### config.mk
export PLATFORM = sky130hd
export DESIGN_NAME = bus_arbiter
export DESIGN_NICKNAME = d
export VERILOG_FILES = /design/src/logic/mem_pkg.sv /design/src/logic/bus_arbiter.sv
export SDC_FILE = /design/constraint.sdc
export NUM_CORES = 1
export LEC_CHECK = 0
export BUFFER_PORTS_ARGS = -buffer_cell sky130_fd_sc_hd__buf_4
export CAP_MARGIN = 20
export CORE_AREA = 5 5 115 117
export DETAILED_ROUTE_END_ITERATION = 12
export DIE_AREA = 0 0 120 122
export PLACE_DENSITY = 0.46
export SETUP_SLACK_MARGIN = 0.5
export SLEW_MARGIN = 20
export SYNTH_ARGS = -nofsm -noshare
export SYNTH_HDL_FRONTEND = slang
export SYNTH_SLANG_ARGS = --single-unit
### constraint.sdc
create_clock -name clk -period 3.8 [get_ports clk]
set_input_delay 0.38 -clock clk [delete_from_list [all_inputs] [get_ports clk]]
set_output_delay 0.38 -clock clk [all_outputs]
set_load 0.01 [all_outputs]
### src/logic/mem_pkg.sv
package mem_pkg;

	// Address split: [31:10] tag, [9:6] line index, [5:0] byte offset.
	localparam int tag_w = 22;
	localparam int index_w = 4;
	localparam int offset_w = 6;
	localparam int line_words = 16;    // 64-byte line of 32-bit words.

	// One requester's command, or the granted command on the memory side.
	typedef struct packed {
		logic [31:0] addr;
		logic [31:0] wdata;
		logic        rd;
		logic        wr;
	} bus_cmd_t;

	// Memory answer; ready pulses once per completed word.
	typedef struct packed {
		logic [31:0] rdata;
		logic        ready;
	} bus_rsp_t;

	// Data cache line fill sequencing.
	typedef enum logic [1:0] {
		idle,
		fill,
		done
	} fill_state_t;

	// Memory bus owner.
	typedef enum logic [1:0] {
		arb_idle,
		arb_data,
		arb_fetch
	} arb_state_t;

endpackage

### src/logic/bus_arbiter.sv
`timescale 1ns/1ps

module bus_arbiter (
	input  logic              clk,
	input  logic              reset,
	input  logic              data_req,
	input  logic              fetch_req,
	output logic              data_ack,
	output logic              fetch_ack,
	input  mem_pkg::bus_cmd_t data_cmd,
	input  mem_pkg::bus_cmd_t fetch_cmd,
	output mem_pkg::bus_rsp_t data_rsp,
	output mem_pkg::bus_rsp_t fetch_rsp,
	output mem_pkg::bus_cmd_t mem_cmd,
	input  mem_pkg::bus_rsp_t mem_rsp
);
	import mem_pkg::*;

	arb_state_t state_q;

	always_ff @(posedge clk) begin
		if (reset) begin
			state_q <= arb_idle;
		end else begin
			case (state_q)
				arb_idle: begin
					if (data_req)
						state_q <= arb_data;    // Data side wins a tie.
					else if (fetch_req)
						state_q <= arb_fetch;
				end
				arb_data: begin
					if (!data_req)
						state_q <= arb_idle;
				end
				arb_fetch: begin
					if (!fetch_req)
						state_q <= arb_idle;
				end
				default: begin
					state_q <= arb_idle;
				end
			endcase
		end
	end

	assign data_ack = (state_q == arb_data);
	assign fetch_ack = (state_q == arb_fetch);

	always_comb begin
		case (state_q)
			arb_data:  mem_cmd = data_cmd;
			arb_fetch: mem_cmd = fetch_cmd;
			default:   mem_cmd = '0;    // Idle bus, memory counter clears.
		endcase
	end

	// Read data is shared; only the owner sees ready.
	always_comb begin
		data_rsp.rdata = mem_rsp.rdata;
		data_rsp.ready = mem_rsp.ready && data_ack;
		fetch_rsp.rdata = mem_rsp.rdata;
		fetch_rsp.ready = mem_rsp.ready && fetch_ack;
	end

endmodule

Yosys cells after proc, flatten, opt, wreduce, memory -nomap -nowiden
Index checks and enable logic that the tools add are counted.
- equal/unequal tests: 5
- muxes and demuxes: 6
- reduce and logical (&&, ||, !) cells: 4
- operator list (cell ; count):
    $pmux W66 S2 ; 1
    $mux W2 ; 4
    $pmux W2 S3 ; 1
    $ne A2 B2 Y1 const B ; 2
    $ne A3 B3 Y1 const B ; 1
    $reduce_and A3 Y1 ; 1
    $eq A2 B1 Y1 const B ; 1
    $eq A2 B2 Y1 const B ; 1
    $logic_and A1 B1 Y1 ; 2
    $logic_not A2 Y1 ; 1
- output and inout port bits: 134
- flip-flop bits (word level): 2
- word-level logic and storage cells: 16
- bits of input ports: 169

Logic depth before layout (Yosys ltp)
Gate-level depths: netlist (run 1).
- depth in word-level cells: 3
- gate-level depth with buffers: 7
- mapped depth without buffers: 5

Worst setup path before layout (run 1)
OpenSTA, ideal clock, no wires.
- path type: reg-to-output
- start point: register state_q[0]
- end point: output port mem_cmd[14] (netlist bit)
- data required time: 3420 ps
- setup slack: 2064 ps
- arrival time: 1356 ps
- cell stages (with the launch flop): 7
- buffers on the path: 2
- path through: dfxtp_1 -> inv_1 -> ha_1 -> buf_2 -> buf_2 -> a22oi_1 -> nor2b_1
- RTL lines (what ; RTL line ; source):
    start, declared ; bus_arbiter.sv:19 ; arb_state_t state_q;
    start signal, assigned ; bus_arbiter.sv:23 ; state_q <= arb_idle;
    start signal, assigned ; bus_arbiter.sv:28 ; state_q <= arb_data;
    start signal, assigned ; bus_arbiter.sv:30 ; state_q <= arb_fetch;
    end, declared ; bus_arbiter.sv:14 ; output mem_pkg::bus_cmd_t mem_cmd,

==> results of run 1 <==
metrics by stage:
step                worst slack [ns]  instances  util, %
floorplan                       2.06        236        -
global placement                1.36        509     23.3
detailed placement              1.28        509     23.3
CTS                             1.04        512     23.9
global route                   0.933        512     23.9
finish                          1.11        512     23.9
worst max-delay path by stage:
stage | from | endpoint | slack (ns) | depth (start not counted)
2_1_floorplan | state_q[0]$_SDFFE_PP0P_ | mem_cmd[14] | 2.06 | 6
3_3_place_gp | state_q[0]$_SDFFE_PP0P_ | mem_cmd[58] | 1.36 | 6
3_5_place_dp | state_q[0]$_SDFFE_PP0P_ | mem_cmd[58] | 1.28 | 6
4_1_cts | state_q[0]$_SDFFE_PP0P_ | mem_cmd[58] | 1.04 | 6
5_1_grt | state_q[0]$_SDFFE_PP0P_ | mem_cmd[58] | 0.93 | 6
6_report | state_q[0]$_SDFFE_PP0P_ | mem_cmd[58] | 1.11 | 6
metal layers:
layer  routed length, um  vias to the layer above
li1                    -                     1015
met1                2680                      947
met2                4330                      177
met3                1030                        6
met4                  46                        0
met5                   0                        -
cell usage after synthesis:
cell type / count / area (um2)
buf_6: 2 / 22.5
clkbuf_1: 12 / 45.0
a21o_1: 1 / 7.51
dfxtp_1: 2 / 40.0
ha_1: 4 / 50.1
a21oi_1: 1 / 5.00
buf_4: 64 / 480
nor2b_1: 66 / 413
a211oi_2: 1 / 12.5
buf_2: 7 / 35.0
clkbuf_2: 1 / 5.00
a22oi_4: 1 / 21.3
a21oi_2: 1 / 8.76
nand2b_1: 2 / 12.5
nand3_1: 1 / 5.00
and2_1: 2 / 12.5
a22oi_1: 66 / 495
inv_1: 2 / 7.51
report_power, final:
part	internal [mW]	total [mW]	switching [mW]	leakage (nW)
clock	0.134	0.157	0.0234	0.0370
sequential	0.0234	0.0252	0.00182	0.0165
combinational	0.224	0.401	0.176	1.28
total	0.382	0.583	0.202	1.33
logic make-up (layout without fill, tap and decap cells):
| family | count (synthesis) | after routing | share of synthesized area, % |
|---|---|---|---|
| buffers and inverters | 88 | 214 | 35.5 |
| AOI/OAI and AO/OA | 71 | 71 | 32.8 |
| and+or+nand+nor | 71 | 71 | 26.4 |
| adders and majority gates | 4 | 4 | 2.98 |
| DFF | 2 | 2 | 2.38 |
area by class of cell:
cell class | count | share of cell area (%)
clock buffer | 3 | 2.56
inverter | 2 | 0.256
multi-input combinational | 146 | 35.8
sequential | 2 | 1.37
tap | 150 | 6.41
timing repair buffer | 209 | 53.6
==> results.cfg, run 1 <==
[setup_path]
worstReg2RegEnd = state_q[0]$_SDFFE_PP0P_
cp-start-kind = flip-flop
reg2reg_depth = 6
worstPathMaxFanout = 35
critPathBufInv = 3
cp_slowest_cell = ha_2
crit_path_frequent_cell = buf_4
end_kind = primary output
regToRegSetupSlack_ns = 1.74
critPathRequiredTime_ns = 3.42
path_cells = inv_1 -> ha_2 -> buf_4 -> a22oi_1 -> nor2b_1 -> buf_4
r2r-start = state_q[0]$_SDFFE_PP0P_
critPathMaxStageDelay_ns = 0.68
crit_type = flip-flop to primary output
crit_arrival_ns = 2.31
path_delay_family = buffers and inverters

[grt]
grt_max_degree = 56
grt_pass1_wl_um = 11600
busiest_layer = met2
global_route.usage.met2_pct = 19.6
antenna_found_initial = 0
met1_usage_pct = 9.61
grt.total_usage_pct = 9.72
grt_use_met3_pct = 3.30
grt_pass1_vias = 2241
grt_overflow = 0

[power_and_ir_drop]
power_mw = 0.583
p_leak_nw = 1.33
power_density_nw_per_um2 = 199
vdd_drop_max_uv = 92.2

[synth]
synth_area_um2 = 1680
synth_nets = 409
synth.distinct_cells = 18
syn_inst = 236
yosysWarningCount = 0
syn_avg_cell_area_um2 = 7.11
synth_seq_area_share_pct = 2.38
synth-seq-cells = 2

[placement]
place_area_um2 = 2850
port_buffers = 206
hpwl_um = 6470
place_congestion = 0.720

[cells_and_area]
areaGrowthSynthToFinish_pct = 74.4
diodes = 0
finalInstanceArea_um2 = 2930
final_cell_mix = 209 x buf_4, 66 x a22oi_1, 66 x nor2b_1
seq_area_um2 = 40.0
largest-register = state_q
final_common_cell = buf_4
nNetsFinal = 537
largest_register_ffs = 2
multi_input_area_um2 = 1050
drive_above_1_share_pct = 59.9
top_regs = state_q: 2 flops
final.fill_count = 1351

[sta]
drv_slew = 0
min_period_over_period_pct = 70.9
tightest_slew_ns = 0.735
rsz0062_at_grt = false
finalSetupViolCount = 0
finClkSkew_ns = 0.00188
max_clock_freq_ghz = 0.371
hold_ws_ns = 0.329
fin_setup_tns_ns = 0
fin_crit_ns = 2.69
relSlewSlack_pct = 51.0
hold_viol_final = 0

[clock_tree]
cts-root-buf = clkbuf_16
cts_tree = built
htree_levels = 1
clk_pin_slew_ns = 0.03
cts.sinks = 2
post_cts_buffers = 0
cts_made_buffers = 3
clock_latency_ns = 0.22
cts_resized = 0
clockBufferDepth = 2
cts_hold_buf = 0

[route]
drc_errors = 0
vias_per_cell = 4.19
dr.pass1.iters = 4
wire_per_inst_um = 15.8
drtAntennaViolNets = 0
num_vias = 2145
drtIter0Drc = 64
drt-total-wl_um = 8080

[hold_path]
hold_start = reset
holdPathStages = 2
min_to = state_q[1]$_SDFFE_PP0P_
hold_class = primary input to flip-flop

[run_status]
outcome = finished, final reports clean

[floorplanning]
dieArea_um2 = 14600
coreArea_um2 = 12300
die_w_um = 120
die_h_um = 122
num_rows = 41
initial_core_util_pct = 13.7
io_pins = 303

[flow_run]
max_cap_viol_count = 0
No activity file was read; power rests on OpenSTA's default activity.
==> inputs of run 2 (changes only) <==
--- a/config.mk
+++ b/config.mk
@@ -7,10 +7,10 @@
 export LEC_CHECK = 0
 export BUFFER_PORTS_ARGS = -buffer_cell sky130_fd_sc_hd__buf_4
 export CAP_MARGIN = 20
-export CORE_AREA = 5 5 115 117
+export CORE_AREA = 5 5 113 115
 export DETAILED_ROUTE_END_ITERATION = 12
-export DIE_AREA = 0 0 120 122
-export PLACE_DENSITY = 0.46
+export DIE_AREA = 0 0 118 120
+export PLACE_DENSITY = 0.49
 export SETUP_SLACK_MARGIN = 0.5
 export SLEW_MARGIN = 20
 export SYNTH_ARGS = -nofsm -noshare
==> constraint.sdc (replaced) <==
create_clock -name clk -period 2.4 [get_ports clk]
set_input_delay 0.24 -clock clk [delete_from_list [all_inputs] [get_ports clk]]
set_output_delay 0.24 -clock clk [all_outputs]
set_load 0.01 [all_outputs]
==> results.cfg, run 2 (synthesis results as in run 1) <==
[clock_tree]
cts_tree = built
clk_pin_slew_ns = 0.03
cts-root-buf = clkbuf_16
cts.sinks = 2
cts_made_buffers = 3
htree_levels = 1
cts_hold_buf = 0
clock_latency_ns = 0.22
clockBufferDepth = 2

[hold_path]
hold_start = reset
holdPathStages = 2
min_to = state_q[1]$_SDFFE_PP0P_
hold_class = primary input to flip-flop

[cells_and_area]
final.fill_count = 1289
final_cell_mix = 212 x buf_4, 66 x nor2b_1, 65 x a22oi_1
diodes = 0
largest_register_ffs = 2
largest-register = state_q
drive_above_1_share_pct = 62.6
areaGrowthSynthToFinish_pct = 87.9
final_common_cell = buf_4
top_regs = state_q: 2 flops
nNetsFinal = 547

[route]
drtAntennaViolNets = 0
dr.pass1.iters = 4
drtIter0Drc = 52
vias_per_cell = 4.25
num_vias = 2205
wire_per_inst_um = 15.9
drt-total-wl_um = 8250
drc_errors = 0

[setup_path]
regToRegSetupSlack_ns = 0.85
end_kind = primary output
reg2reg_depth = 6
cp_slowest_cell = dfxtp_4
path_cells = inv_2 -> ha_4 -> buf_12 -> buf_4 -> a22oi_1 -> nor2b_1 -> buf_4
critPathRequiredTime_ns = 2.16
crit_arrival_ns = 1.55
crit_type = flip-flop to primary output
critPathMaxStageDelay_ns = 0.37
worstReg2RegEnd = state_q[1]$_SDFFE_PP0P_
worstPathMaxFanout = 23
r2r-start = state_q[1]$_SDFFE_PP0P_
cp-start-kind = flip-flop
crit_path_frequent_cell = buf_4

[grt]
grt_pass1_wl_um = 12400
global_route.usage.met2_pct = 20.5
grt_use_met3_pct = 3.25
met1_usage_pct = 10.7
antenna_found_initial = 0
busiest_layer = met2
grt_pass1_vias = 2334
grt.total_usage_pct = 10.7
grt_max_degree = 35
grt_overflow = 0

[power_and_ir_drop]
vdd_drop_max_uv = 149
power_density_nw_per_um2 = 335
p_leak_nw = 1.43

[sta]
max_clock_freq_ghz = 0.558
tightest_slew_ns = 0.232
fin_setup_tns_ns = 0
relSlewSlack_pct = 84.6
rsz0062_at_grt = true
hold_viol_final = 0
min_period_over_period_pct = 74.7
finClkSkew_ns = 0.0000521
drv_slew = 0
finalSetupViolCount = 0
fin_ws_ns = 0.607
fin_crit_ns = 1.79

[floorplanning]
num_rows = 40
coreArea_um2 = 11700
io_pins = 303
die_h_um = 120
initial_core_util_pct = 14.3
die_w_um = 118
dieArea_um2 = 14200

[flow_run]
max_cap_viol_count = 0

[run_status]
outcome = finished, final reports clean

[placement]
hpwl_um = 6060
place_congestion = 0.729
pre_cts_ws_ns = 0.593
port_buffers = 206
[run 2: cell types whose count changed in the layout (fill, tap and decap cells not counted)]
cell / change
ha_4: +3
dfxtp_1: -2
buf_12: +5
ha_2: -2
bufbuf_16: +2
a22oi_2: +1
buf_4: +3
dfxtp_4: +1
a22oi_1: -1
inv_1: -2
ha_1: -1
dfxtp_2: +1
inv_2: +2
[run 2: timing repair]
item	4_1_cts	5_1_grt
gates resized for setup	7	3
pin swaps	3	0
buffers inserted	4	0
endpoints found under the setup margin	58	54
gates cloned	2	0
[run 2: cell type report]
type	count	area (um2)	share of cell area (%)
inverters	2	7.51	0.238
repair buffers	219	1760	55.7
multi-input cells	146	1090	34.4
flip-flops and latches	2	45.0	1.43
well taps	147	184	5.83
clock buffers	3	75.1	2.38
[run 2: per-layer routing]
metal / vias up / wire (um)
li1: 1042 / -
met1: 989 / 2860
met2: 143 / 4370
met3: 31 / 799
met4: 0 / 230
met5: - / 0
[run 2: worst max-delay path by stage]
stage / start / end / slack [ns]
4_1_cts: state_q[1]$_SDFFE_PP0P_ / mem_cmd[19] / 0.52
2_1_floorplan: state_q[0]$_SDFFE_PP0P_ / mem_cmd[14] / 0.80
3_5_place_dp: state_q[1]$_SDFFE_PP0P_ / mem_cmd[4] / 0.59
5_1_grt: state_q[1]$_SDFFE_PP0P_ / mem_cmd[62] / 0.50
6_report: state_q[1]$_SDFFE_PP0P_ / mem_cmd[11] / 0.61
3_3_place_gp: state_q[1]$_SDFFE_PP0P_ / mem_cmd[8] / 0.62
[run 2: metrics by stage]
| step | hold slack, ns | cell area [um2] | std cells | power, mW | util, % |
|---|---|---|---|---|---|
| 6_report | 0.181 | 3150 | 519 | 1.06 | 26.9 |
| 5_1_grt | 0.183 | 3150 | 519 | 1.13 | 26.9 |
| 4_1_cts | 0.182 | 3150 | 519 | 1.07 | 26.9 |
| 3_5_place_dp | 0.418 | 2930 | 510 | 0.713 | 25.0 |
| 3_3_place_gp | 0.419 | 2930 | 510 | 0.708 | 25.0 |
| 2_1_floorplan | 0.305 | 1680 | 236 | 0.469 | - |
[run 2: power by group]
part | switching, mW | internal, mW
combinational | 0.311 | 0.451
clock | 0.0396 | 0.212
sequential | 0.00539 | 0.0375
total | 0.356 | 0.701
[run 2: worst max-delay path: cells and delay by family (launching register included)]
family | cells | cell delay, ns
AOI/OAI and AO/OA | 1 | 0.16
DFF | 1 | 0.37
adders and majority gates | 1 | 0.18
buffers and inverters | 4 | 0.55
and+or+nand+nor | 1 | 0.07
